$ cat src/hdl/ql_video_pkg.sv
package ql_video_pkg;

	// ql colour, red green blue from the top bit down
	typedef logic [2:0] color_t;

	localparam color_t BLACK   = 3'b000;
	localparam color_t BLUE    = 3'b001;
	localparam color_t GREEN   = 3'b010;
	localparam color_t CYAN    = 3'b011;
	localparam color_t RED     = 3'b100;
	localparam color_t MAGENTA = 3'b101;
	localparam color_t YELLOW  = 3'b110;
	localparam color_t WHITE   = 3'b111;

	// MC_STAT bit positions
	localparam int MC_MEMBASE = 7; // screen base select
	localparam int MC_MODE    = 3; // 0 = 512 wide 2bpp, 1 = 256 wide 4bpp
	localparam int MC_BLANK   = 1; // picture off

	localparam int ADDR_W = 19; // word address into screen memory

	localparam logic [ADDR_W-1:0] BASE_LOW  = 19'h10000;
	localparam logic [ADDR_W-1:0] BASE_HIGH = 19'h14000;

	localparam logic [1:0] AXI_OKAY   = 2'b00;
	localparam logic [1:0] AXI_SLVERR = 2'b10;

	localparam logic [3:0] REG_MC_STAT = 4'h0; // byte address of MC_STAT

endpackage

$ cat src/hdl/mc_stat_regs.sv
module mc_stat_regs (
	input  logic        clk_video,
	input  logic        reset,
	input  logic [3:0]  s_axi_awaddr,
	input  logic        s_axi_awvalid,
	output logic        s_axi_awready,
	input  logic [31:0] s_axi_wdata,
	input  logic        s_axi_wvalid,
	output logic        s_axi_wready,
	output logic [1:0]  s_axi_bresp,
	output logic        s_axi_bvalid,
	input  logic        s_axi_bready,
	input  logic [3:0]  s_axi_araddr,
	input  logic        s_axi_arvalid,
	output logic        s_axi_arready,
	output logic [31:0] s_axi_rdata,
	output logic [1:0]  s_axi_rresp,
	output logic        s_axi_rvalid,
	input  logic        s_axi_rready,
	input  logic        frame_start,
	output logic        membase,
	output logic        mode,
	output logic        blank
);
	import ql_video_pkg::*;

	logic [7:0] mc_stat;
	logic       aw_take; // address and data taken together
	logic       ar_take;

	// no new request while its response is still waiting
	assign aw_take = s_axi_awvalid && s_axi_wvalid && !s_axi_bvalid;
	assign ar_take = s_axi_arvalid && !s_axi_rvalid;

	assign s_axi_awready = aw_take;
	assign s_axi_wready  = aw_take;
	assign s_axi_arready = ar_take;

	always_ff @(posedge clk_video) begin
		if (reset) begin
			mc_stat      <= 8'h00;
			s_axi_bvalid <= 1'b0;
		end else if (aw_take) begin
			s_axi_bvalid <= 1'b1;
			if (s_axi_awaddr == REG_MC_STAT)
				mc_stat <= s_axi_wdata[7:0]; // only the low byte exists
		end else if (s_axi_bready) begin
			s_axi_bvalid <= 1'b0;
		end
	end

	always_ff @(posedge clk_video) begin
		if (aw_take)
			s_axi_bresp <= (s_axi_awaddr == REG_MC_STAT) ? AXI_OKAY : AXI_SLVERR;
	end

	always_ff @(posedge clk_video) begin
		if (reset)
			s_axi_rvalid <= 1'b0;
		else if (ar_take)
			s_axi_rvalid <= 1'b1;
		else if (s_axi_rready)
			s_axi_rvalid <= 1'b0;
	end

	always_ff @(posedge clk_video) begin
		if (ar_take) begin
			if (s_axi_araddr == REG_MC_STAT) begin
				s_axi_rdata <= {24'h000000, mc_stat};
				s_axi_rresp <= AXI_OKAY;
			end else begin
				s_axi_rdata <= 32'h0; // bad address reads as zero
				s_axi_rresp <= AXI_SLVERR;
			end
		end
	end

	// display side only sees a new value from the next frame on
	always_ff @(posedge clk_video) begin
		if (reset) begin
			membase <= 1'b0;
			mode    <= 1'b0;
			blank   <= 1'b0;
		end else if (frame_start) begin
			membase <= mc_stat[MC_MEMBASE];
			mode    <= mc_stat[MC_MODE];
			blank   <= mc_stat[MC_BLANK];
		end
	end

	assert property (@(posedge clk_video) disable iff (reset)
		s_axi_bvalid && !s_axi_bready |=> s_axi_bvalid);
	assert property (@(posedge clk_video) disable iff (reset)
		s_axi_rvalid && !s_axi_rready |=> s_axi_rvalid);

endmodule

$ cat src/hdl/video_timing.sv
module video_timing #(
	parameter int H_VISIBLE,
	parameter int H_FP,
	parameter int H_SYNC,
	parameter int H_BP,
	parameter int V_VISIBLE,
	parameter int V_FP,
	parameter int V_SYNC,
	parameter int V_BP,
	parameter int FLASH_FRAMES,
	localparam int H_TOTAL = H_VISIBLE + H_FP + H_SYNC + H_BP,
	localparam int V_TOTAL = V_VISIBLE + V_FP + V_SYNC + V_BP,
	localparam int HW = $clog2(H_TOTAL),
	localparam int VW = $clog2(V_TOTAL)
) (
	input  logic          clk_video,
	input  logic          reset,
	output logic [HW-1:0] h_cnt,
	output logic [VW-1:0] v_cnt,
	output logic          display,
	output logic          line_start,
	output logic          frame_start,
	output logic          fetch_req,
	output logic          flash_state,
	output logic          hs,
	output logic          vs
);
	localparam int FW = $clog2(FLASH_FRAMES + 2);

	localparam logic [HW-1:0] H_LAST    = HW'(H_TOTAL - 1);
	localparam logic [HW-1:0] H_PRE     = HW'(H_TOTAL - 2); // word 0 of the next line
	localparam logic [HW-1:0] H_VIS     = HW'(H_VISIBLE);
	localparam logic [HW-1:0] H_FETCH   = HW'(H_VISIBLE - 8); // last in-line request below
	localparam logic [HW-1:0] HS_START  = HW'(H_VISIBLE + H_FP);
	localparam logic [HW-1:0] HS_END    = HW'(H_VISIBLE + H_FP + H_SYNC);
	localparam logic [VW-1:0] V_LAST    = VW'(V_TOTAL - 1);
	localparam logic [VW-1:0] V_VIS     = VW'(V_VISIBLE);
	localparam logic [VW-1:0] V_PRE     = VW'(V_VISIBLE - 1);
	localparam logic [VW-1:0] VS_START  = VW'(V_VISIBLE + V_FP);
	localparam logic [VW-1:0] VS_END    = VW'(V_VISIBLE + V_FP + V_SYNC);
	localparam logic [FW-1:0] FLASH_END = FW'(FLASH_FRAMES);

	logic          hs_q; // sync stage 1
	logic          vs_q;
	logic          next_vis; // line after this one is displayed
	logic [FW-1:0] flash_cnt;

	always_ff @(posedge clk_video) begin
		if (reset) begin
			h_cnt <= '0;
			v_cnt <= '0;
		end else if (h_cnt == H_LAST) begin
			h_cnt <= '0;
			v_cnt <= (v_cnt == V_LAST) ? '0 : v_cnt + 1'b1; // vertical steps at line wrap
		end else begin
			h_cnt <= h_cnt + 1'b1;
		end
	end

	assign display     = (h_cnt < H_VIS) && (v_cnt < V_VIS);
	assign line_start  = (h_cnt == '0);
	assign frame_start = line_start && (v_cnt == '0);

	// last frame line wraps to line 0, which is always visible
	assign next_vis = (v_cnt == V_LAST) || (v_cnt < V_PRE);

	// one request two clocks ahead of every 8 pixel group
	assign fetch_req = ((h_cnt == H_PRE) && next_vis) ||
		((h_cnt[2:0] == 3'd6) && (h_cnt < H_FETCH) && (v_cnt < V_VIS));

	// two register stages line up with the decoder pipeline
	always_ff @(posedge clk_video) begin
		if (reset) begin
			hs_q <= 1'b1;
			vs_q <= 1'b0;
			hs   <= 1'b1;
			vs   <= 1'b0;
		end else begin
			hs_q <= !((h_cnt >= HS_START) && (h_cnt < HS_END)); // negative hsync
			vs_q <= (v_cnt >= VS_START) && (v_cnt < VS_END);    // positive vsync
			hs   <= hs_q;
			vs   <= vs_q;
		end
	end

	// 4bpp flash timebase
	always_ff @(posedge clk_video) begin
		if (reset) begin
			flash_cnt   <= '0;
			flash_state <= 1'b0;
		end else if (frame_start) begin
			if (flash_cnt == FLASH_END) begin
				flash_cnt   <= '0;
				flash_state <= !flash_state;
			end else begin
				flash_cnt <= flash_cnt + 1'b1;
			end
		end
	end

	// vs moves two clocks after the line wrap, clear of the hs edges
	// unless the back porch is empty and the sync end lands there too
	assert property (@(posedge clk_video) disable iff (reset)
		(vs != $past(vs)) |-> (h_cnt == HW'(2)) && ((hs == $past(hs)) || (H_BP == 0)));

endmodule

$ cat src/hdl/screen_fetch.sv
module screen_fetch (
	input  logic                            clk_video,
	input  logic                            reset,
	input  logic                            frame_start,
	input  logic                            fetch_req,
	input  logic                            membase,
	output logic                            rd,
	output logic [ql_video_pkg::ADDR_W-1:0] addr,
	input  logic [15:0]                     din,
	output logic [15:0]                     word
);
	import ql_video_pkg::*;

	logic rd_d;   // din valid this cycle
	logic reload; // shadow copy of membase is fresh

	assign rd = fetch_req; // memory samples addr with rd

	// word 0 of line 0 goes out just ahead of frame_start,
	// so it is the last address of the run before the reload
	always_ff @(posedge clk_video) begin
		if (reset) begin
			reload <= 1'b0;
			addr   <= '0;
		end else begin
			reload <= frame_start; // base swaps one clock after the shadow copy
			if (reload)
				addr <= membase ? BASE_HIGH : BASE_LOW;
			else if (fetch_req)
				addr <= addr + 1'b1;
		end
	end

	// fixed one clock memory latency
	always_ff @(posedge clk_video) begin
		if (reset) begin
			rd_d <= 1'b0;
			word <= 16'h0000; // first group after reset shows black
		end else begin
			rd_d <= fetch_req;
			if (rd_d)
				word <= din;
		end
	end

	assert property (@(posedge clk_video) disable iff (reset) rd |=> !rd);

endmodule

$ cat src/hdl/pixel_decoder.sv
module pixel_decoder (
	input  logic        clk_video,
	input  logic        reset,
	input  logic [2:0]  h_cnt,
	input  logic        display,
	input  logic        line_start,
	input  logic [15:0] word,
	input  logic        mode,
	input  logic        blank,
	input  logic        flash_state,
	output logic        de,
	output logic [5:0]  r,
	output logic [5:0]  g,
	output logic [5:0]  b
);
	import ql_video_pkg::*;

	logic [15:0] shifter; // current pixel at bits 15 and 7
	logic        display_d;
	logic        odd_d;      // second clock of a 4bpp pixel
	logic        flash_flag; // flashing region active on this line
	logic        flash_hit;
	color_t      flash_col;  // colour held for the flashing region
	color_t      col_2bpp;
	color_t      col_own;
	color_t      col_4bpp;
	color_t      pixel;

	// stage 1, load on the group boundary and shift out pixels
	always_ff @(posedge clk_video) begin
		if (h_cnt == 3'd0)
			shifter <= word;
		else if (!mode)
			shifter <= {shifter[14:8], 1'b0, shifter[6:0], 1'b0}; // g and r bytes
		else if (!h_cnt[0])
			shifter <= {shifter[13:8], 2'b00, shifter[5:0], 2'b00}; // gf and rb pairs
	end

	always_ff @(posedge clk_video) begin
		if (reset) begin
			display_d <= 1'b0;
			odd_d     <= 1'b0;
		end else begin
			display_d <= display;
			odd_d     <= h_cnt[0];
		end
	end

	// stage 2 decode
	always_comb begin
		case ({shifter[15], shifter[7]}) // green, red
			2'b00:   col_2bpp = BLACK;
			2'b01:   col_2bpp = RED;
			2'b10:   col_2bpp = GREEN;
			default: col_2bpp = WHITE;
		endcase
		case ({shifter[15], shifter[7], shifter[6]}) // green, red, blue
			3'd0:    col_own = BLACK;
			3'd1:    col_own = BLUE;
			3'd2:    col_own = RED;
			3'd3:    col_own = MAGENTA;
			3'd4:    col_own = GREEN;
			3'd5:    col_own = CYAN;
			3'd6:    col_own = YELLOW;
			default: col_own = WHITE;
		endcase
		// the pixel carrying the flash bit keeps its own colour
		if (flash_flag && flash_state && !shifter[14])
			col_4bpp = flash_col;
		else
			col_4bpp = col_own;
		if (!display_d || blank)
			pixel = BLACK; // blank keeps de running
		else if (mode)
			pixel = col_4bpp;
		else
			pixel = col_2bpp;
	end

	// toggle late in the pixel so it counts from the next one on
	assign flash_hit = mode && display_d && odd_d && shifter[14];

	always_ff @(posedge clk_video) begin
		if (reset)
			flash_flag <= 1'b0;
		else if (line_start)
			flash_flag <= 1'b0; // every line starts steady
		else if (flash_hit)
			flash_flag <= !flash_flag;
	end

	always_ff @(posedge clk_video) begin
		if (flash_hit)
			flash_col <= col_own;
	end

	always_ff @(posedge clk_video) begin
		if (reset) begin
			de <= 1'b0;
			r  <= 6'h00;
			g  <= 6'h00;
			b  <= 6'h00;
		end else begin
			de <= display_d;
			r  <= {6{pixel[2]}}; // full scale per colour bit
			g  <= {6{pixel[1]}};
			b  <= {6{pixel[0]}};
		end
	end

endmodule

$ cat src/hdl/zx8301_video.sv
module zx8301_video #(
	parameter int H_VISIBLE    = 512, // pal porches by default
	parameter int H_FP         = 24,
	parameter int H_SYNC       = 72,
	parameter int H_BP         = 64,
	parameter int V_VISIBLE    = 256,
	parameter int V_FP         = 25,
	parameter int V_SYNC       = 6,
	parameter int V_BP         = 25,
	parameter int FLASH_FRAMES = 25
) (
	input  logic                            clk_video,
	input  logic                            reset,
	input  logic [3:0]                      s_axi_awaddr,
	input  logic                            s_axi_awvalid,
	output logic                            s_axi_awready,
	input  logic [31:0]                     s_axi_wdata,
	input  logic                            s_axi_wvalid,
	output logic                            s_axi_wready,
	output logic [1:0]                      s_axi_bresp,
	output logic                            s_axi_bvalid,
	input  logic                            s_axi_bready,
	input  logic [3:0]                      s_axi_araddr,
	input  logic                            s_axi_arvalid,
	output logic                            s_axi_arready,
	output logic [31:0]                     s_axi_rdata,
	output logic [1:0]                      s_axi_rresp,
	output logic                            s_axi_rvalid,
	input  logic                            s_axi_rready,
	output logic [ql_video_pkg::ADDR_W-1:0] addr,
	output logic                            rd,
	input  logic [15:0]                     din,
	output logic                            hs,
	output logic                            vs,
	output logic                            de,
	output logic [5:0]                      r,
	output logic [5:0]                      g,
	output logic [5:0]                      b
);
	localparam int HW = $clog2(H_VISIBLE + H_FP + H_SYNC + H_BP);

	logic [HW-1:0] h_cnt;
	logic [15:0]   word;
	logic          membase;
	logic          mode;
	logic          blank;
	logic          display;
	logic          line_start;
	logic          frame_start;
	logic          fetch_req;
	logic          flash_state;

	mc_stat_regs u_regs (
		.clk_video     (clk_video),
		.reset         (reset),
		.s_axi_awaddr  (s_axi_awaddr),
		.s_axi_awvalid (s_axi_awvalid),
		.s_axi_awready (s_axi_awready),
		.s_axi_wdata   (s_axi_wdata),
		.s_axi_wvalid  (s_axi_wvalid),
		.s_axi_wready  (s_axi_wready),
		.s_axi_bresp   (s_axi_bresp),
		.s_axi_bvalid  (s_axi_bvalid),
		.s_axi_bready  (s_axi_bready),
		.s_axi_araddr  (s_axi_araddr),
		.s_axi_arvalid (s_axi_arvalid),
		.s_axi_arready (s_axi_arready),
		.s_axi_rdata   (s_axi_rdata),
		.s_axi_rresp   (s_axi_rresp),
		.s_axi_rvalid  (s_axi_rvalid),
		.s_axi_rready  (s_axi_rready),
		.frame_start   (frame_start),
		.membase       (membase),
		.mode          (mode),
		.blank         (blank)
	);

	video_timing #(
		.H_VISIBLE    (H_VISIBLE),
		.H_FP         (H_FP),
		.H_SYNC       (H_SYNC),
		.H_BP         (H_BP),
		.V_VISIBLE    (V_VISIBLE),
		.V_FP         (V_FP),
		.V_SYNC       (V_SYNC),
		.V_BP         (V_BP),
		.FLASH_FRAMES (FLASH_FRAMES)
	) u_timing (
		.clk_video   (clk_video),
		.reset       (reset),
		.h_cnt       (h_cnt),
		.v_cnt       (), // line position only matters inside the timing block
		.display     (display),
		.line_start  (line_start),
		.frame_start (frame_start),
		.fetch_req   (fetch_req),
		.flash_state (flash_state),
		.hs          (hs),
		.vs          (vs)
	);

	screen_fetch u_fetch (
		.clk_video   (clk_video),
		.reset       (reset),
		.frame_start (frame_start),
		.fetch_req   (fetch_req),
		.membase     (membase),
		.rd          (rd),
		.addr        (addr),
		.din         (din),
		.word        (word)
	);

	pixel_decoder u_decoder (
		.clk_video   (clk_video),
		.reset       (reset),
		.h_cnt       (h_cnt[2:0]), // pixel within the 8 pixel group
		.display     (display),
		.line_start  (line_start),
		.word        (word),
		.mode        (mode),
		.blank       (blank),
		.flash_state (flash_state),
		.de          (de),
		.r           (r),
		.g           (g),
		.b           (b)
	);

endmodule

$ cat config.mk
export PLATFORM = sky130hd
export DESIGN_NAME = zx8301_video
export DESIGN_NICKNAME = d
export VERILOG_FILES = /design/src/hdl/ql_video_pkg.sv /design/src/hdl/mc_stat_regs.sv /design/src/hdl/video_timing.sv /design/src/hdl/screen_fetch.sv /design/src/hdl/pixel_decoder.sv /design/src/hdl/zx8301_video.sv
export SDC_FILE = /design/constraint.sdc
export NUM_CORES = 1
export LEC_CHECK = 0
export BUFFER_PORTS_ARGS = -buffer_cell sky130_fd_sc_hd__buf_2
export CAP_MARGIN = 20
export CORE_MARGIN = 1
export CORE_UTILIZATION = 53
export CTS_BUF_LIST = sky130_fd_sc_hd__clkbuf_16
export DETAILED_ROUTE_END_ITERATION = 10
export PLACE_DENSITY = 0.8
export SLEW_MARGIN = 20
export SYNTH_ARGS = -nofsm -noshare
export SYNTH_HDL_FRONTEND = slang
export SYNTH_SLANG_ARGS = --single-unit
$ cat constraint.sdc
create_clock -name clk_video -period 2.7 [get_ports clk_video]
set_clock_uncertainty 0.2 [all_clocks]
set_input_delay 0.135 -clock clk_video [delete_from_list [all_inputs] [get_ports clk_video]]
set_output_delay 0.135 -clock clk_video [all_outputs]
set_load 0.05 [all_outputs]
After elaboration in Yosys (flattened, before gate mapping)
Cells that the tools add are included.

Word-level logic and storage cells: 115. Latch bits: 0. Output and inout bits: 82. Memory bits (writable): 0. Bits in read-only memories: 0. Input port bits: 63. Memories kept: 0. Register bits: 141.

Magnitude comparators: 8. Add/subtract/negate cells: 4. Multipliers: 0. Shift-type cells: 0. Bitwise gates (word level): 0. Eq/ne operators: 14. Reductions and logical operators: 39. Mux-type cells: 19. Div/mod/pow operators: 0.

Operator list (count): 16-bit 2-to-1 mux (3); 19-bit 2-to-1 mux (2); 3-bit one-hot mux with 7 select lines (1); 10-bit equality test, second input constant (2); 10-bit < comparator, second input constant (2); 19-bit by 1-bit adder with 19-bit output, second input constant (1); 9-bit < comparator, second input constant (2); 1-bit logical AND (15); 15-bit 2-to-1 mux (1); 3-bit equality test, second input constant (4); 10-bit by 1-bit adder with 10-bit output, second input constant (1); 10-bit greater-or-equal comparator, second input constant (1); 10-bit zero test (1); 10-bit by 9-bit < comparator with 1-bit output, second input constant (1); 9-bit by 1-bit adder with 9-bit output, second input constant (1); 9-bit equality test, second input constant (1); 9-bit greater-or-equal comparator, second input constant (1); 9-bit zero test (1); 9-bit by 8-bit < comparator with 1-bit output, second input constant (1); 3-bit 2-to-1 mux (3); 9-bit 2-to-1 mux (1); 3-bit one-hot mux with 3 select lines (1); 4-bit zero test (2); 1-bit zero test (7); other kinds (16) (28).

Depth between registers and ports, before layout
Word-level depth: 6. Gate-level depth with buffers: 8. Depth with buffers taken out: 7.

Cells and area by module
Synthesis repeated with hierarchy kept, for this count alone.

Cell total of the unflattened synthesis: 560. Area, all modules: 5455.2 µm².

By module, submodules not included: screen_fetch (cells an instance 158, seq. area each 740.7 µm², instances 1, area an instance 1537.7 µm²); video_timing (cells an instance 180, seq. area each 580.6 µm², instances 1, area an instance 1496.4 µm²); pixel_decoder (cells an instance 111, seq. area each 710.7 µm², instances 1, area an instance 1295.0 µm²); mc_stat_regs (cells an instance 111, seq. area each 560.5 µm², instances 1, area an instance 1126.1 µm²).

Worst setup path after synthesis
Ideal clock, no wire load.

Path kind: register to register. From: reg u_timing.v_cnt[0]. To: reg u_fetch.addr[14] (netlist bit). Stages on the path, launching flop included: 7. Arrival: 2.020 ns. Buffers on the path: 0. Slack: 0.391 ns. Period minus slack after synthesis: 2.309 ns. Data required time: 2.412 ns. Cells stage by stage: dfxtp_1 ha_1 nand2_2 o41ai_4 a31oi_4 or4_1 a311oi_2.

Longest elaborated chain between the ends: 5. Elaborated cells between the ends (all ways): 8. Those cells by class: order compare: 2; eq/ne: 1; reduce/logical: 5.

Ends and longest elaborated chain: start, declared (RTL line video_timing.sv:19) `output logic [VW-1:0] v_cnt,`; start signal, assigned (RTL line video_timing.sv:54) `v_cnt <= (v_cnt == V_LAST) ? '0 : v_cnt + 1'b1;`; 9-bit by 8-bit < comparator with 1-bit output / 9-bit equality test (equally long branches) (RTL line video_timing.sv:65) `assign next_vis = (v_cnt == V_LAST) || (v_cnt < V_PRE);`; 1-bit logical OR (RTL line video_timing.sv:65); 1-bit logical AND (RTL line video_timing.sv:68) `assign fetch_req = ((h_cnt == H_PRE) && next_vis) ||`; 1-bit logical OR * (RTL line video_timing.sv:68); 2-bit nonzero test (no source line) *; end signal, assigned (RTL line screen_fetch.sv:28) `addr <= membase ? BASE_HIGH : BASE_LOW;`; end signal, assigned (RTL line screen_fetch.sv:30) `addr <= addr + 1'b1;`; end, declared (RTL line screen_fetch.sv:8) `output logic [ql_video_pkg::ADDR_W-1:0] addr,`.

Every way passes the cells marked *; elsewhere a longest branch is shown, timed or not. A chain may end at the register's enable or synchronous reset.

Worst setup path in the final report
From: reg u_timing.v_cnt[4]. To: out rd.

Longest elaborated chain between the ends: 4. Elaborated cells between the ends (all ways): 7. Those cells by class: order compare: 2; eq/ne: 1; reduce/logical: 4.

Ends and longest elaborated chain: 9-bit by 8-bit < comparator with 1-bit output / 9-bit equality test (equally long branches) (RTL line video_timing.sv:65); 1-bit logical OR (RTL line video_timing.sv:65); 1-bit logical AND (RTL line video_timing.sv:68); 1-bit logical OR * (RTL line video_timing.sv:68); end, declared (RTL line zx8301_video.sv:31) `output logic rd,`.

Marked as above.

==> reports/metrics.json <==
{
  "timing.rr.end": {"value": "u_fetch.addr[11]"},
  "post_route_cells_drive_above_1_share": {"value": 0.2124},
  "grt_first_pass_wirelength": {"value": 19.24, "unit": "mm"},
  "switching_share": {"value": 0.2341},
  "grt_use_total": {"value": 0.2383},
  "worstHoldPathType": {"value": "in2reg"},
  "cellLeakagePower": {"value": 2.675, "unit": "nW"},
  "detail_route.wl_per_cell": {"value": 15.05, "unit": "µm"},
  "relSlewSlack": {"value": 0.3380},
  "outcome": {"value": "complete, no violations"},
  "number_of_enable_flip_flop_cells_after_synthesis": {"value": 29},
  "worst_setup_path_startpoint": {"value": "u_timing.v_cnt[4]"},
  "clk_path_buf_depth": {"value": 2},
  "final_core_utilization": {"value": 0.6769},
  "portBuffers": {"value": 94},
  "initial_core_util": {"value": 0.5507},
  "cts_tree": {"value": "built"},
  "dp_hpwl": {"value": 7.282, "unit": "mm"},
  "insertedDiodeCount": {"value": 0},
  "p_int": {"value": 3.313, "unit": "mW"},
  "grt_start_max_net_pins": {"value": 36},
  "hold_path_stages": {"value": 2},
  "setup_total_negative_slack": {"value": 0, "unit": "ns"},
  "synth.yosys.seq_area_share": {"value": 0.4794},
  "min_period": {"value": 2.598, "unit": "ns"},
  "power.combinational.fraction": {"value": 0.079},
  "clock_sink_count": {"value": 115},
  "p_sw": {"value": 1.013, "unit": "mW"},
  "synthesis.area": {"value": 5408, "unit": "µm²"},
  "rr_worst_depth": {"value": 7},
  "die_width": {"value": 103.0, "unit": "µm"},
  "power_frac_seq": {"value": 0.419},
  "worstMarginPinSlew": {"value": 0.9917, "unit": "ns"},
  "worstSetupStartpointType": {"value": "register"},
  "avgSynthCellArea": {"value": 9.674, "unit": "µm²"},
  "multiInputGateArea": {"value": 2382, "unit": "µm²"},
  "die_height": {"value": 103.0, "unit": "µm"},
  "ys_warn_count": {"value": 0},
  "cp_max_fo": {"value": 35},
  "via_count_of_the_first_global_routing_pass": {"value": 4241},
  "firstDrtPassIters": {"value": 5},
  "placeableCoreArea": {"value": 9819, "unit": "µm²"},
  "mostFrequentLayoutCell": {"value": "buf_2"},
  "asyncSetResetFlopFracSynth": {"value": 0},
  "grt-ovfl-total": {"value": 0},
  "ff_latch_area": {"value": 2595, "unit": "µm²"},
  "worstHoldStart": {"value": "reset"},
  "cts.reportedPaths.clkPinSlew": {"value": 0.05, "unit": "ns"},
  "route.detailed.drc": {"value": 0},
  "num-nets-final": {"value": 737},
  "timing.setup.critical_path_class": {"value": "reg2out"},
  "clock-root-buffer": {"value": "clkbuf_16"},
  "critPathArrivalTime": {"value": 2.26, "unit": "ns"},
  "regToRegStartpoint": {"value": "u_timing.v_cnt[1]"},
  "synth_cell_types": {"value": 55},
  "period_share": {"value": 0.9624},
  "gpl.final_weighted_congestion": {"value": 0.8605},
  "detail-route-antenna-nets": {"value": 0},
  "dieArea": {"value": 10610, "unit": "µm²"},
  "yosys_most_used_dff": {"value": "dfxtp_1"},
  "worstSkewPairLatency": {"value": 0.40, "unit": "ns"},
  "rows": {"value": 36},
  "post_drt_via_cell_ratio": {"value": 5.403},
  "finalSetupViolations": {"value": 0},
  "max_freq": {"value": 0.3849, "unit": "GHz"},
  "r2r_setup_slack": {"value": 0.27, "unit": "ns"},
  "routed_wirelength": {"value": 12.20, "unit": "mm"},
  "htree_num_levels": {"value": 4},
  "most-common-layout-cells": {"value": "buf_2 (94), dfxtp_1 (84), nor2_1 (63)"},
  "drt-initial-drc-count": {"value": 206},
  "endpoint_kind": {"value": "output pin"},
  "numCtsBuffers": {"value": 17},
  "ir_worst_vdd": {"value": 0.0003784, "unit": "V"},
  "fill_cells": {"value": 722},
  "report.final.slew_viol_count": {"value": 0},
  "synthToLayoutAreaGrowth": {"value": 22.91, "unit": "%"},
  "ios": {"value": 145},
  "critPathRequiredTime": {"value": 2.37, "unit": "ns"},
  "postSynthCellCount": {"value": 559},
  "clockPowerShare": {"value": 0.502},
  "synth_seq_cells": {"value": 115},
  "power_per_cell_area": {"value": 650.8, "unit": "nW/µm²"},
  "hold_path_end": {"value": "u_fetch.rd_d"},
  "finalHoldViolations": {"value": 0},
  "detailroute.via_count": {"value": 4382},
  "drv_cap": {"value": 0},
  "grt_setup_unrepaired": {"value": "false"},
  "antenna_found_initial": {"value": 0}
}
-- cells by family (layout without fill, tap and decap cells) --
group	after synthesis	after routing	share of synthesized area
other	1	26	0.0006935
buffers and inverters	88	182	0.09926
xor gates and xnor gates	16	16	0.02591
adders and majority gates	9	9	0.02082
AOI/OAI and AO/OA	73	73	0.08746
muxes	41	41	0.07612
and+or+nand+nor	216	216	0.2103
DFF	115	115	0.4794
-- cell usage after synthesis, types with 2 or more instances --
library cell  count  area, µm²
a21oi_1          27      135.1
and2_1           15      93.84
and3_1            3      18.77
and4_1            4      35.03
and4b_1           2      20.02
buf_1             5      18.77
buf_4            43      322.8
buf_6             4      45.04
clkbuf_1         16      60.06
clkbuf_2          2      10.01
dfxtp_1          86       1722
edfxtp_1         29      870.8
ha_1              9      112.6
inv_1            16      60.06
mux2i_1          40      400.4
nand2_1          36      135.1
nand2b_1          4      25.02
nand3_1          22      110.1
nand3b_1          2      15.01
nand4_1          10      62.56
nand4b_1          3      26.28
nor2_1           63      236.5
nor2b_1           4      25.02
nor3_1            5      25.02
nor4_1            6      37.54
o21ai_0          20      100.1
o21ai_1           3      15.01
o31ai_1          13      97.59
or2_2             3      18.77
or3_1            10      62.56
or4_1            15      112.6
or4_2             2      17.52
xnor2_1           8      70.07
xor2_1            8      70.07
-- routing by layer --
| metal | track usage | routed length (µm) | vias up | share of wire |
|---|---|---|---|---|
| li1 | - | - | 2112 | - |
| met1 | 0.2665 | 5202 | 2088 | 0.43 |
| met2 | 0.4174 | 6186 | 161 | 0.51 |
| met3 | 0.05898 | 591 | 21 | 0.048 |
| met4 | 0.1289 | 223 | 0 | 0.018 |
| met5 | 0 | 0 | - | 0 |
-- area by class of cell --
type / count / area share
Sequential cell: 115 / 0.3904
Multi-Input combinational cell: 381 / 0.3584
Timing Repair Buffer: 134 / 0.1306
Clock buffer: 17 / 0.06401
Tap cell: 133 / 0.02504
Clock inverter: 15 / 0.02240
Inverter: 16 / 0.009036
-- critical path, cell delays in order, from the launching register on --
cell and delay (ns):
dfxtp_1 0.44, nand4_1 0.17, or4b_4 0.57, a31oi_4 0.20, buf_12 0.21, inv_1 0.06, buf_2 0.21
-- worst max path at each step --
stage | to | slack [ns] | cells after the start
global route | rd | 0.01 | 6
floorplan | u_fetch.addr[14] | 0.39 | 6
CTS | rd | 0.05 | 6
detailed placement | u_fetch.addr[13] | 0.24 | 7
finish | rd | 0.10 | 6
global placement | u_fetch.addr[15] | 0.32 | 7
-- power by group through the flow --
stage          Clock, mW  Sequential, mW  Combinational [mW]
6_report            2.17            1.81               0.342
5_1_grt             2.28            1.81               0.369
4_1_cts             2.19            1.81               0.339
3_5_place_dp           0            1.85               0.299
3_3_place_gp           0            1.84               0.293
2_1_floorplan          0            1.88               0.224
-- per-stage QoR --
stage,hold slack [ns],power [mW],area [µm²],std cells,setup slack (ns)
global placement,0.1249,2.138,5722,745,0.3182
finish,0.04526,4.325,6646,811,0.1016
detailed placement,0.1325,2.146,5722,745,0.2353
global route,0.07260,4.469,6646,811,0.01291
CTS,0.03662,4.339,6636,811,0.05254
floorplan,0.01845,2.107,5502,584,0.3914
-- state kept, by name (all words and copies together) (netlist names), 3 cells and up --
name                 count
u_fetch.addr            19
u_decoder.shifter       16
u_fetch.word            16
u_timing.h_cnt          10
u_timing.v_cnt           9
u_regs.mc_stat           8
u_regs.s_axi_rdata       8
u_timing.flash_cnt       5
u_decoder.flash_col      3
-- what timing repair did --
action,in CTS,in global routing
endpoints found under the setup margin,0,1
resized for setup,0,4
setup buffers,0,0
endpoints found under the hold margin,29,0
hold buffers,34,0
(Power assumes the default switching activity.)
